--- config.mk ---
export PLATFORM = sky130hd
export DESIGN_NAME = itrace_top
export DESIGN_NICKNAME = d
export VERILOG_FILES = /design/src/itrace_pkg.sv /design/src/inst_ascii_decoder.sv /design/src/itrace_buffer.sv /design/src/itrace_capture.sv /design/src/itrace_emitter.sv /design/src/itrace_top.sv
export VERILOG_INCLUDE_DIRS = /design/src /design/src/include
export SDC_FILE = /design/constraint.sdc
export NUM_CORES = 1
export LEC_CHECK = 0
export BUFFER_PORTS_ARGS = -buffer_cell sky130_fd_sc_hd__clkbuf_2
export CAP_MARGIN = 20
export CORE_MARGIN = 2
export CORE_UTILIZATION = 29
export DETAILED_ROUTE_END_ITERATION = 6
export MAX_ROUTING_LAYER = met4
export PLACE_DENSITY = 0.48
export SETUP_SLACK_MARGIN = 0.1
export SLEW_MARGIN = 0
export SYNTH_ARGS = -nofsm -noshare
export SYNTH_HDL_FRONTEND = slang
export SYNTH_MEMORY_MAX_BITS = 65536
export SYNTH_SLANG_ARGS = --single-unit
--- constraint.sdc ---
create_clock -name clk -period 9.8 [get_ports clk]
set_input_delay 0.98 -clock clk [delete_from_list [all_inputs] [get_ports clk]]
set_output_delay 0.98 -clock clk [all_outputs]
set_load 0.01 [all_outputs]
--- src/include/itrace_defines.svh ---
`ifndef ITRACE_DEFINES_SVH
`define ITRACE_DEFINES_SVH

// Trace buffer entries, also the credit pool size
`define ITRACE_BUF_DEPTH 4
`define ITRACE_MNEM_CHARS 6

////////////////////
// Primary opcodes, instr[31:26]
`define OP_SPECIAL  6'b000000
`define OP_REGIMM   6'b000001
`define OP_J        6'b000010
`define OP_JAL      6'b000011
`define OP_BEQ      6'b000100
`define OP_BNE      6'b000101
`define OP_BLEZ     6'b000110
`define OP_BGTZ     6'b000111
`define OP_ADDI     6'b001000
`define OP_ADDIU    6'b001001
`define OP_SLTI     6'b001010
`define OP_SLTIU    6'b001011
`define OP_ANDI     6'b001100
`define OP_ORI      6'b001101
`define OP_XORI     6'b001110
`define OP_LUI      6'b001111
`define OP_COP0     6'b010000
`define OP_SPECIAL2 6'b011100
`define OP_LB       6'b100000
`define OP_LH       6'b100001
`define OP_LWL      6'b100010
`define OP_LW       6'b100011
`define OP_LBU      6'b100100
`define OP_LHU      6'b100101
`define OP_LWR      6'b100110
`define OP_SB       6'b101000
`define OP_SH       6'b101001
`define OP_SWL      6'b101010
`define OP_SW       6'b101011
`define OP_SWR      6'b101110
`define OP_CACHE    6'b101111
`define OP_LL       6'b110000
`define OP_PREF     6'b110011
`define OP_SC       6'b111000

////////////////////
// SPECIAL function field, instr[5:0]
`define FN_SLL      6'b000000
`define FN_SRL      6'b000010
`define FN_SRA      6'b000011
`define FN_SLLV     6'b000100
`define FN_SRLV     6'b000110
`define FN_SRAV     6'b000111
`define FN_JR       6'b001000
`define FN_JALR     6'b001001
`define FN_SYSCALL  6'b001100
`define FN_BREAK    6'b001101
`define FN_SYNC     6'b001111
`define FN_MFHI     6'b010000
`define FN_MTHI     6'b010001
`define FN_MFLO     6'b010010
`define FN_MTLO     6'b010011
`define FN_MULT     6'b011000
`define FN_MULTU    6'b011001
`define FN_DIV      6'b011010
`define FN_DIVU     6'b011011
`define FN_ADD      6'b100000
`define FN_ADDU     6'b100001
`define FN_SUB      6'b100010
`define FN_SUBU     6'b100011
`define FN_AND      6'b100100
`define FN_OR       6'b100101
`define FN_XOR      6'b100110
`define FN_NOR      6'b100111
`define FN_SLT      6'b101010
`define FN_SLTU     6'b101011
`define FN_TGE      6'b110000
`define FN_TGEU     6'b110001
`define FN_TLT      6'b110010
`define FN_TLTU     6'b110011
`define FN_TEQ      6'b110100
`define FN_TNE      6'b110110

// COP0 function field
`define FN_TLBR     6'b000001
`define FN_TLBWI    6'b000010
`define FN_TLBP     6'b001000
`define FN_ERET     6'b011000
`define FN_WAIT     6'b100000

// SPECIAL2 function field
`define FN_MADD     6'b000000
`define FN_MADDU    6'b000001
`define FN_MUL      6'b000010
`define FN_MSUB     6'b000100
`define FN_MSUBU    6'b000101
`define FN_CLZ      6'b100000
`define FN_CLO      6'b100001

////////////////////
// REGIMM rt field, instr[20:16]
`define RT_BLTZ     5'b00000
`define RT_BGEZ     5'b00001
`define RT_TGEI     5'b01000
`define RT_TGEIU    5'b01001
`define RT_TLTI     5'b01010
`define RT_TLTIU    5'b01011
`define RT_TEQI     5'b01100
`define RT_TNEI     5'b01110
`define RT_BLTZAL   5'b10000
`define RT_BGEZAL   5'b10001

// COP0 rs field, instr[25:21]
`define RS_MFC0     5'b00000
`define RS_MTC0     5'b00100

`endif

--- src/itrace_pkg.sv ---
`default_nettype none

`include "itrace_defines.svh"

package itrace_pkg;

    typedef logic [31:0] instr_t;
    typedef logic [31:0] pc_t;

    // ASCII text, last character in the low byte
    typedef logic [8*`ITRACE_MNEM_CHARS-1:0] mnemonic_t;

    // Holds 0 up to the full depth
    typedef logic [$clog2(`ITRACE_BUF_DEPTH+1)-1:0] credit_t;

    typedef logic [15:0] drop_count_t;

    typedef enum logic {
        EMIT_IDLE,
        EMIT_HOLD
    } emit_state_t;

endpackage

`default_nettype wire

--- src/inst_ascii_decoder.sv ---
`timescale 1ns/100ps
`default_nettype none

`include "itrace_defines.svh"

module inst_ascii_decoder (
    input  wire itrace_pkg::instr_t instr,
    output itrace_pkg::mnemonic_t   mnemonic
);

    // Short names land right-aligned, zero bytes on the left
    always_comb begin
        mnemonic = "N-R";
        case (instr[31:26])
            `OP_SPECIAL: begin
                case (instr[5:0])
                    // Shifts
                    `FN_SLL:     mnemonic = "SLL";
                    `FN_SRL:     mnemonic = "SRL";
                    `FN_SRA:     mnemonic = "SRA";
                    `FN_SLLV:    mnemonic = "SLLV";
                    `FN_SRLV:    mnemonic = "SRLV";
                    `FN_SRAV:    mnemonic = "SRAV";
                    // Jumps and system
                    `FN_JR:      mnemonic = "JR";
                    `FN_JALR:    mnemonic = "JALR";
                    `FN_SYSCALL: mnemonic = "SYSC";
                    `FN_BREAK:   mnemonic = "BREAK";
                    `FN_SYNC:    mnemonic = "SYNC";
                    // HI/LO moves
                    `FN_MFHI:    mnemonic = "MFHI";
                    `FN_MTHI:    mnemonic = "MTHI";
                    `FN_MFLO:    mnemonic = "MFLO";
                    `FN_MTLO:    mnemonic = "MTLO";
                    `FN_MULT:    mnemonic = "MULT";
                    `FN_MULTU:   mnemonic = "MULTU";
                    `FN_DIV:     mnemonic = "DIV";
                    `FN_DIVU:    mnemonic = "DIVU";
                    // ALU
                    `FN_ADD:     mnemonic = "ADD";
                    `FN_ADDU:    mnemonic = "ADDU";
                    `FN_SUB:     mnemonic = "SUB";
                    `FN_SUBU:    mnemonic = "SUBU";
                    `FN_AND:     mnemonic = "AND";
                    `FN_OR:      mnemonic = "OR";
                    `FN_XOR:     mnemonic = "XOR";
                    `FN_NOR:     mnemonic = "NOR";
                    `FN_SLT:     mnemonic = "SLT";
                    `FN_SLTU:    mnemonic = "SLTU";
                    // Register traps
                    `FN_TGE:     mnemonic = "TGE";
                    `FN_TGEU:    mnemonic = "TGEU";
                    `FN_TLT:     mnemonic = "TLT";
                    `FN_TLTU:    mnemonic = "TLTU";
                    `FN_TEQ:     mnemonic = "TEQ";
                    `FN_TNE:     mnemonic = "TNE";
                    default:     mnemonic = "N-R";
                endcase
            end

            `OP_REGIMM: begin
                case (instr[20:16])
                    `RT_BLTZ:    mnemonic = "BLTZ";
                    `RT_BGEZ:    mnemonic = "BGEZ";
                    `RT_BLTZAL:  mnemonic = "BLTZAL";
                    `RT_BGEZAL:  mnemonic = "BGEZAL";
                    `RT_TGEI:    mnemonic = "TGEI";
                    `RT_TGEIU:   mnemonic = "TGEIU";
                    `RT_TLTI:    mnemonic = "TLTI";
                    `RT_TLTIU:   mnemonic = "TLTIU";
                    `RT_TEQI:    mnemonic = "TEQI";
                    `RT_TNEI:    mnemonic = "TNEI";
                    default:     mnemonic = "N-R";
                endcase
            end

            // Function field first, then the register moves by rs
            `OP_COP0: begin
                case (instr[5:0])
                    `FN_TLBR:    mnemonic = "TLBR";
                    `FN_TLBWI:   mnemonic = "TLBWI";
                    `FN_TLBP:    mnemonic = "TLBP";
                    `FN_ERET:    mnemonic = "ERET";
                    `FN_WAIT:    mnemonic = "WAIT";
                    default: begin
                        case (instr[25:21])
                            `RS_MFC0: mnemonic = "MFC0";
                            `RS_MTC0: mnemonic = "MTC0";
                            default:  mnemonic = "N-R";
                        endcase
                    end
                endcase
            end

            `OP_SPECIAL2: begin
                case (instr[5:0])
                    `FN_MADD:    mnemonic = "MADD";
                    `FN_MADDU:   mnemonic = "MADDU";
                    `FN_MUL:     mnemonic = "MUL";
                    `FN_MSUB:    mnemonic = "MSUB";
                    `FN_MSUBU:   mnemonic = "MSUBU";
                    `FN_CLZ:     mnemonic = "CLZ";
                    `FN_CLO:     mnemonic = "CLO";
                    default:     mnemonic = "N-R";
                endcase
            end

            // Jumps and branches
            `OP_J:       mnemonic = "J";
            `OP_JAL:     mnemonic = "JAL";
            `OP_BEQ:     mnemonic = "BEQ";
            `OP_BNE:     mnemonic = "BNE";
            `OP_BLEZ:    mnemonic = "BLEZ";
            `OP_BGTZ:    mnemonic = "BGTZ";
            // Immediate ALU
            `OP_ADDI:    mnemonic = "ADDI";
            `OP_ADDIU:   mnemonic = "ADDIU";
            `OP_SLTI:    mnemonic = "SLTI";
            `OP_SLTIU:   mnemonic = "SLTIU";
            `OP_ANDI:    mnemonic = "ANDI";
            `OP_ORI:     mnemonic = "ORI";
            `OP_XORI:    mnemonic = "XORI";
            `OP_LUI:     mnemonic = "LUI";
            // Loads and stores
            `OP_LB:      mnemonic = "LB";
            `OP_LH:      mnemonic = "LH";
            `OP_LWL:     mnemonic = "LWL";
            `OP_LW:      mnemonic = "LW";
            `OP_LBU:     mnemonic = "LBU";
            `OP_LHU:     mnemonic = "LHU";
            `OP_LWR:     mnemonic = "LWR";
            `OP_SB:      mnemonic = "SB";
            `OP_SH:      mnemonic = "SH";
            `OP_SWL:     mnemonic = "SWL";
            `OP_SW:      mnemonic = "SW";
            `OP_SWR:     mnemonic = "SWR";
            `OP_LL:      mnemonic = "LL";
            `OP_SC:      mnemonic = "SC";
            `OP_CACHE:   mnemonic = "CACHE";
            `OP_PREF:    mnemonic = "PREF";
            default:     mnemonic = "N-R";
        endcase

        // SLL $0,$0,0 is the canonical NOP
        if (instr == '0) begin
            mnemonic = "NOP";
        end
    end

endmodule

`default_nettype wire

--- src/itrace_buffer.sv ---
`timescale 1ns/100ps
`default_nettype none

`include "itrace_defines.svh"

module itrace_buffer (
    input  wire logic               clk,
    input  wire logic               reset,
    input  wire logic               push,
    input  wire itrace_pkg::pc_t    push_pc,
    input  wire itrace_pkg::instr_t push_instr,
    input  wire logic               pop,
    output logic                    buf_empty,
    output itrace_pkg::pc_t         head_pc,
    output itrace_pkg::instr_t      head_instr,
    output logic                    credit_return
);

    localparam int PTR_W = $clog2(`ITRACE_BUF_DEPTH);

    itrace_pkg::pc_t     pc_mem    [`ITRACE_BUF_DEPTH];
    itrace_pkg::instr_t  instr_mem [`ITRACE_BUF_DEPTH];
    logic [PTR_W-1:0]    wr_ptr;
    logic [PTR_W-1:0]    rd_ptr;
    itrace_pkg::credit_t count;

    assign buf_empty  = (count == '0);
    assign head_pc    = pc_mem[rd_ptr];
    assign head_instr = instr_mem[rd_ptr];

    // Pointers wrap on their own, depth is a power of two
    always_ff @(posedge clk) begin
        if (reset) begin
            wr_ptr        <= '0;
            rd_ptr        <= '0;
            count         <= '0;
            credit_return <= 1'b0;
        end else begin
            credit_return <= pop;
            if (push) wr_ptr <= wr_ptr + 1'b1;
            if (pop)  rd_ptr <= rd_ptr + 1'b1;
            case ({push, pop})
                2'b10:   count <= count + 1'b1;
                2'b01:   count <= count - 1'b1;
                default: count <= count;
            endcase
        end
    end

    always_ff @(posedge clk) begin
        if (push) begin
            pc_mem[wr_ptr]    <= push_pc;
            instr_mem[wr_ptr] <= push_instr;
        end
    end

    ////////////////////
    // Flow control checks

    a_no_overflow: assert property (@(posedge clk) disable iff (reset)
        push |-> (count != itrace_pkg::credit_t'(`ITRACE_BUF_DEPTH)) || pop)
        else $error("push into a full buffer, credits out of step");

    a_no_underflow: assert property (@(posedge clk) disable iff (reset)
        pop |-> !buf_empty)
        else $error("pop from an empty buffer");

endmodule

`default_nettype wire

--- src/itrace_capture.sv ---
`timescale 1ns/100ps
`default_nettype none

`include "itrace_defines.svh"

module itrace_capture (
    input  wire logic                   clk,
    input  wire logic                   reset,
    input  wire logic                   retire_valid,
    input  wire itrace_pkg::pc_t        retire_pc,
    input  wire itrace_pkg::instr_t     retire_instr,
    input  wire logic                   credit_return,
    output logic                        push,
    output itrace_pkg::pc_t             push_pc,
    output itrace_pkg::instr_t          push_instr,
    output itrace_pkg::drop_count_t     drop_count
);

    itrace_pkg::credit_t credit_cnt;
    logic                take;

    // A credit coming back this cycle may be spent at once
    assign take = retire_valid && ((credit_cnt != '0) || credit_return);

    always_ff @(posedge clk) begin
        if (reset) begin
            credit_cnt <= itrace_pkg::credit_t'(`ITRACE_BUF_DEPTH);
            push       <= 1'b0;
            drop_count <= '0;
        end else begin
            push <= take;
            case ({take, credit_return})
                2'b10:   credit_cnt <= credit_cnt - 1'b1;
                2'b01:   credit_cnt <= credit_cnt + 1'b1;
                default: credit_cnt <= credit_cnt;
            endcase
            // No credit, the core cannot wait
            if (retire_valid && !take && (drop_count != '1)) begin
                drop_count <= drop_count + 1'b1;
            end
        end
    end

    // Payload
    always_ff @(posedge clk) begin
        if (take) begin
            push_pc    <= retire_pc;
            push_instr <= retire_instr;
        end
    end

    ////////////////////
    // Credit checks

    a_credit_bound: assert property (@(posedge clk) disable iff (reset)
        credit_cnt <= itrace_pkg::credit_t'(`ITRACE_BUF_DEPTH))
        else $error("credit count above buffer depth");

    a_push_credit: assert property (@(posedge clk) disable iff (reset)
        push |-> ($past(credit_cnt) != '0) || $past(credit_return))
        else $error("push issued with no credit held");

endmodule

`default_nettype wire

--- src/itrace_emitter.sv ---
`timescale 1ns/100ps
`default_nettype none

module itrace_emitter (
    input  wire logic               clk,
    input  wire logic               reset,
    input  wire logic               buf_empty,
    input  wire itrace_pkg::pc_t    head_pc,
    input  wire itrace_pkg::instr_t head_instr,
    output logic                    pop,
    input  wire logic               out_ready,
    output logic                    out_valid,
    output itrace_pkg::pc_t         out_pc,
    output itrace_pkg::instr_t      out_instr,
    output itrace_pkg::mnemonic_t   out_mnemonic
);

    itrace_pkg::emit_state_t state;
    itrace_pkg::mnemonic_t   head_mnemonic;

    inst_ascii_decoder i_decoder (
        .instr    (head_instr),
        .mnemonic (head_mnemonic)
    );

    // Refill in the same cycle the held record is taken
    assign pop       = !buf_empty && ((state == itrace_pkg::EMIT_IDLE) || out_ready);
    assign out_valid = (state == itrace_pkg::EMIT_HOLD);

    always_ff @(posedge clk) begin
        if (reset) begin
            state <= itrace_pkg::EMIT_IDLE;
        end else if (pop) begin
            state <= itrace_pkg::EMIT_HOLD;
        end else if (out_ready) begin
            state <= itrace_pkg::EMIT_IDLE;
        end
    end

    // Output record
    always_ff @(posedge clk) begin
        if (pop) begin
            out_pc       <= head_pc;
            out_instr    <= head_instr;
            out_mnemonic <= head_mnemonic;
        end
    end

    a_hold_stable: assert property (@(posedge clk) disable iff (reset)
        out_valid && !out_ready |=> out_valid && $stable(out_pc)
            && $stable(out_instr) && $stable(out_mnemonic))
        else $error("output record changed while stalled");

endmodule

`default_nettype wire

--- src/itrace_top.sv ---
`timescale 1ns/100ps
`default_nettype none

module itrace_top (
    input  wire logic                   clk,
    input  wire logic                   reset,
    input  wire logic                   retire_valid,
    input  wire itrace_pkg::pc_t        retire_pc,
    input  wire itrace_pkg::instr_t     retire_instr,
    input  wire logic                   out_ready,
    output logic                        out_valid,
    output itrace_pkg::pc_t             out_pc,
    output itrace_pkg::instr_t          out_instr,
    output itrace_pkg::mnemonic_t       out_mnemonic,
    output itrace_pkg::drop_count_t     drop_count
);

    ////////////////////
    // Capture to buffer, credit based
    logic               push;
    itrace_pkg::pc_t    push_pc;
    itrace_pkg::instr_t push_instr;
    logic               credit_return;

    // Buffer to emitter
    logic               buf_empty;
    itrace_pkg::pc_t    head_pc;
    itrace_pkg::instr_t head_instr;
    logic               pop;

    itrace_capture i_capture (
        .clk           (clk),
        .reset         (reset),
        .retire_valid  (retire_valid),
        .retire_pc     (retire_pc),
        .retire_instr  (retire_instr),
        .credit_return (credit_return),
        .push          (push),
        .push_pc       (push_pc),
        .push_instr    (push_instr),
        .drop_count    (drop_count)
    );

    itrace_buffer i_buffer (
        .clk           (clk),
        .reset         (reset),
        .push          (push),
        .push_pc       (push_pc),
        .push_instr    (push_instr),
        .pop           (pop),
        .buf_empty     (buf_empty),
        .head_pc       (head_pc),
        .head_instr    (head_instr),
        .credit_return (credit_return)
    );

    itrace_emitter i_emitter (
        .clk          (clk),
        .reset        (reset),
        .buf_empty    (buf_empty),
        .head_pc      (head_pc),
        .head_instr   (head_instr),
        .pop          (pop),
        .out_ready    (out_ready),
        .out_valid    (out_valid),
        .out_pc       (out_pc),
        .out_instr    (out_instr),
        .out_mnemonic (out_mnemonic)
    );

endmodule

`default_nettype wire
---- Word level (Yosys, flattened, before mapping) ----
Memory sizes are Yosys's and may differ from the RTL's. A register that Yosys moved wholly into a read port is not among the register bits.
Index checks and enable logic that the tools add are counted.
storage, ports and cells
  bits in registers ....................... 173
  memory bits (writable) .................. 256
  bits in read-only memories .............. 2816
  output and inout bits ................... 129
  logic and storage cells ................. 100
  memories kept ........................... 4
cells by class
  add/subtract/negate cells ............... 7
  equality and inequality tests ........... 47
  multiplexer cells ....................... 12
  bitwise logic cells ..................... 1
  reductions and logical operators ........ 17
memories
  name                words  bits a word  rd ports  clocked after memory_dff  write ports  line                      RTL
  (name not given)    64     29           1         0                         0            inst_ascii_decoder.sv:16  case (instr[5:0])
  (name not given)    32     30           1         0                         0            inst_ascii_decoder.sv:62  case (instr[20:16])
  i_buffer.instr_mem  4      32           1         1                         1            itrace_buffer.sv:22       itrace_pkg::instr_t instr_mem [`ITRACE_BUF_DEPTH];
  i_buffer.pc_mem     4      32           1         1                         1            itrace_buffer.sv:21       itrace_pkg::pc_t pc_mem [`ITRACE_BUF_DEPTH];
operator list
  operator                 number
  $pmux W48 S34            1
  $pmux W39 S7             1
  $pmux W39 S5             1
  $eq A6 B6 Y1 const B     18
  $pmux W31 S2             1
  $eq A6 B4 Y1 const B     9
  $eq A6 B3 Y1 const B     6
  $logic_not A32 Y1        1
  $eq A6 B2 Y1 const B     3
  $eq A6 B5 Y1 const B     3
  $add A16 B1 Y16 const B  1
  $ne A16 B16 Y1 const B   1
  $eq A6 B1 Y1 const B     2
  $logic_not A6 Y1         2
  $pmux W3 S2              2
  $add A3 B1 Y3 const B    2
  $reduce_bool A2 Y1       3
  $sub A3 B1 Y3 const B    2
  $eq A5 B3 Y1 const B     1
  $logic_not A5 Y1         1
  $add A2 B1 Y2 const B    2
  $eq A2 B1 Y1 const B     2
  $eq A2 B2 Y1 const B     2
  $logic_and A1 B1 Y1      4
  other kinds (7)          13

---- Logic depth before layout (Yosys ltp) ----
  depth in word-level cells ............... 6
  gate-level depth with buffers ........... 16

---- By module ----
A second synthesis with hierarchy kept.
second synthesis, totals
  cell total of the unflattened synthesis .. 1332
  area total of the unflattened synthesis .. 19846.5 µm²
modules (own cells, without submodules)
  module              times used  cells an instance  area an instance (µm²)  sequential area each (µm²)
  itrace_buffer       1           382                9764.4                  7887.6
  inst_ascii_decoder  1           653                3704.8                  0.0
  itrace_emitter      1           116                3419.5                  3383.2
  itrace_capture      1           181                2957.8                  2322.2

---- Worst setup path after synthesis ----
OpenSTA, ideal clock, no wires.
  path type ............................... input port to flip-flop
  start ................................... in out_ready
  end ..................................... reg i_buffer.count[2]
  setup time .............................. 0.070 ns
  arrival time ............................ 7.629 ns
  required time ........................... 9.730 ns
  path slack .............................. 2.100 ns
  stages on the path ...................... 8
  buffers on the path ..................... 0
  cell sequence ........................... inv_1 a21oi_1 ha_1 inv_1 fa_1 xor2_1 or3_1 a21oi_1
between the ends
  longest elaborated chain between the ends .. 4
  elaborated cells on any way between the ends .. 6
  classes of those cells .................. eq/ne: 2; mux: 1; reduce/logical: 3
ends and longest elaborated chain
  what                                                      line                  RTL
  start: declaration                                        itrace_top.sv:10      input wire logic out_ready,
  $logic_or A1 B1 Y1 (*)                                    itrace_emitter.sv:27  assign pop = !buf_empty && ((state == itrace_pkg::EMIT_IDLE) || out_ready);
  $logic_and A1 B1 Y1 (*)                                   itrace_emitter.sv:27
  named net i_buffer.pop                                    itrace_buffer.sv:12   input wire logic pop,
  $eq A2 B1 Y1 / $eq A2 B2 Y1 (equally long branches)       itrace_buffer.sv:42   case ({push, pop})
  $pmux W3 S2 / $reduce_bool A2 Y1 (equally long branches)  n/a
  end signal: assignment                                    itrace_buffer.sv:43   2'b10: count <= count + 1'b1;
  end signal: assignment                                    itrace_buffer.sv:44   2'b01: count <= count - 1'b1;
  end signal: assignment                                    itrace_buffer.sv:45   default: count <= count;
  end: declaration                                          itrace_buffer.sv:25   itrace_pkg::credit_t count;
The timed path passes the listed nets; every way through them passes the cells marked *.
A chain may end at the register's enable or synchronous reset.

==> flow_summary.toml <==
[placed_design]
hpwl_um = 35790
gp_congestion = 0.9160
placed_cell_area_sq_mm = 0.02094
io_buffers = 182

[logic_synthesis]
yosys.area.top_type = "edfxtp_1"
synth_top_area_share_pct = 64.79
syn_area_sq_mm = 0.01933
synth_common_cells = "417 x edfxtp_1, 98 x nor2_1, 65 x nand2_1"
yosysWarningCount = 0
synth-seq-cells = 448
syn-instance-count = 1295
synth.avg_cell_area_sq_um = 14.92
synth_seq_area_share_pct = 68.00
synthDistinctLibCells = 94
synth-edff-count = 417
async_reset_ff_share_pct = 0
yosysMostFrequentCell = "edfxtp_1"
synthTopCellsByArea = "edfxtp_1 65%, mux4_2 6.8%, dfxtp_1 3.2%"
synth_flop_cell = "edfxtp_1"

[floorplan]
core-area_sq_mm = 0.06586
initial_core_util_pct = 29.34
dieArea_sq_mm = 0.06873
die_h_um = 262.2
io_pins = 197
rows = 94
fp.dieW_um = 262.2

[timing]
hold_viol = 0
rsz0062_at_grt = "false"
finalCriticalPeriod_ps = 4905
worstMarginPinSlew_ps = 1025
fin_crit_sh_pct = 50.05
tns_ps = 0
setup_viol = 0
drv_slew = 0
whs_ps = 492.7
fmax_ghz = 0.2039
clock_skew_ps = 27.25
maxSlewHeadroom_pct = 31.69

[route]
route.detailed.drc = 0
ant_nets = 0
wl_um = 53790
firstDrtPassIters = 5
top_layer_used = "met4"
wl_per_cell_um = 22.65
met3_length_um = 3773
met2WireLength_um = 24650
detail_route.iter0.violations = 1003
wl_met1_um = 23790
via_per_inst = 4.997
detailroute.via_count = 11868

[clocking]
cts_resized = 0
clkLatencyLatePin_ps = 600
cts_tree = "yes"
ctsHoldBuffers = 0
root_buffer = "clkbuf_16"
cts.sinks = 448
postCtsSetupBuffers = 0
path_clk_slew_ps = 60
cts_buffers = 51
cts_max_level = 2
cts_buffer_depth = 3

[global_route]
first_global_vias = 11840
grt_remaining_overflow = 0
antenna_found_initial = 9
grt_usage_pct = 16.01
grt_max_degree = 59
grt_pass1_wl_um = 79480

[worst_setup_path]
r2r_setup_slack_ps = 4890
crit_end = "i_emitter.out_mnemonic[13]"
worst_setup_path_start_kind = "flip-flop"
cp_max_fo = 21
cp.arrival_ps = 5210
path_class = "flip-flop to flip-flop"
reg2regPathDepth = 11
cp-end-kind = "flip-flop"
r2r-end = "i_emitter.out_mnemonic[13]"
crit_required_ps = 10100

[final_layout]
layout.nets = 1543
utilization_pct = 34.37
drive_gt1_share_pct = 25.63
design_area_sq_mm = 0.02264
synthToLayoutAreaGrowth_pct = 17.14

[power_and_ir_drop]
total_power_mw = 6.741
p_leak_nw = 7.538
power.density_mw_per_mm2 = 297.8
ir_drop_mv = 0.1643

[job]
maxCapViolations = 0

[worst_hold_path]
hold_start = "i_capture.push_instr[11]"
hp-class = "flip-flop to flip-flop"

[run_status]
status = "finished, final reports clean"
-- metal layers --
layer  vias to the layer above  global-route usage [%]
li1                       5387                       -
met1                      5984                   21.42
met2                       405                   24.12
met3                        92                   3.694
met4                         0                   5.038
met5                         -                       -
-- state kept, by name, indices dropped and copies added, names as in the netlist, 3 cells and up, named ones only --
register / count
i_buffer.instr_mem: 128
i_emitter.out_pc: 32
i_capture.push_instr: 32
i_emitter.out_mnemonic: 33
i_capture.drop_count: 16
i_buffer.count: 3
i_emitter.out_instr: 32
i_capture.push_pc: 32
i_capture.credit_cnt: 3
i_buffer.pc_mem: 128
-- per-stage QoR --
| step | worst slack [ps] | std cells |
|---|---|---|
| 6_report | 4895 | 2375 |
| 4_1_cts | 4930 | 2366 |
| 5_1_grt | 4518 | 2375 |
| 3_5_place_dp | 4948 | 2271 |
| 3_3_place_gp | 5059 | 2271 |
| 2_1_floorplan | 2100 | 1308 |
-- critical path: stages, from the launching register on --
cell,delay (ps)
dfxtp_2,660
buf_4,430
mux4_2,540
inv_1,290
ha_1,560
inv_1,280
nor4_1,560
o21a_1,320
or4_1,300
o21ai_1,130
a2111oi_0,440
nor2_1,90
-- layout by cell type (no fill, tap or decap), types with 11 or more instances in the layout --
| cell type | n |
|---|---|
| o211ai_1 | 12 |
| nor4_1 | 13 |
| nand4_1 | 16 |
| a21oi_1 | 61 |
| ha_1 | 13 |
| mux4_2 | 58 |
| xor2_1 | 14 |
| clkbuf_2 | 182 |
| o22ai_1 | 11 |
| nand3_1 | 38 |
| conb_1 | 14 |
| inv_1 | 16 |
| o21ai_0 | 48 |
| buf_4 | 13 |
| nor2_1 | 98 |
| mux2i_1 | 16 |
| nand2b_1 | 21 |
| clkinv_1 | 16 |
| clkbuf_16 | 52 |
| dfxtp_1 | 27 |
| a31oi_1 | 11 |
| nor2b_1 | 18 |
| a211oi_1 | 12 |
| edfxtp_1 | 417 |
| nor3_1 | 26 |
| nand2_1 | 65 |
-- worst min-delay path by stage --
stage                                            to  slack, ps  cells past startpoint
after floorplan                   i_buffer.count[2]        460                      2
after global placement       i_buffer.pc_mem[3][14]        470                      0
after detailed placement  i_buffer.instr_mem[0][11]        490                      0
after CTS                     i_buffer.pc_mem[3][1]        490                      0
after global routing          i_buffer.pc_mem[2][0]        520                      0
final                     i_buffer.instr_mem[0][11]        490                      0
-- cell type report --
class                      instances  area [sq um]
fill                            6407         43220
sequential                       448         13150
multi-input combinational        739          5607
clock buffer                      62          1339
tap                              864          1081
timing repair buffer             195          1008
clock inverter                    33         334.1
inverter                          25         100.1
antenna                            9         22.52
-- report_power, final --
group	switching (mW)	internal (mW)	leakage, nW	total (mW)
Clock	0.777	1.11	0.812	1.89
Combinational	1.42	0.682	2.60	2.10
Sequential	0.176	2.58	4.12	2.75
Total	2.37	4.37	7.54	6.74
-- kinds of logic (layout without fill, tap and decap cells) --
group                    Yosys count  count (layout)  synth area share [%]
flip-flops                       448             448                 68.00
AND/OR/NAND/NOR                  363             363                 9.795
AO/OA/AOI/OAI                    238             238                 8.254
buffers and inverters            121             315                 3.353
multiplexers                      85              85                 8.442
XOR/XNOR                          24              24                 1.088
adder cells (fa/ha/maj)           15              15                 1.049
other                              1              23               0.01940
Power figures use the tool's default switching activity.
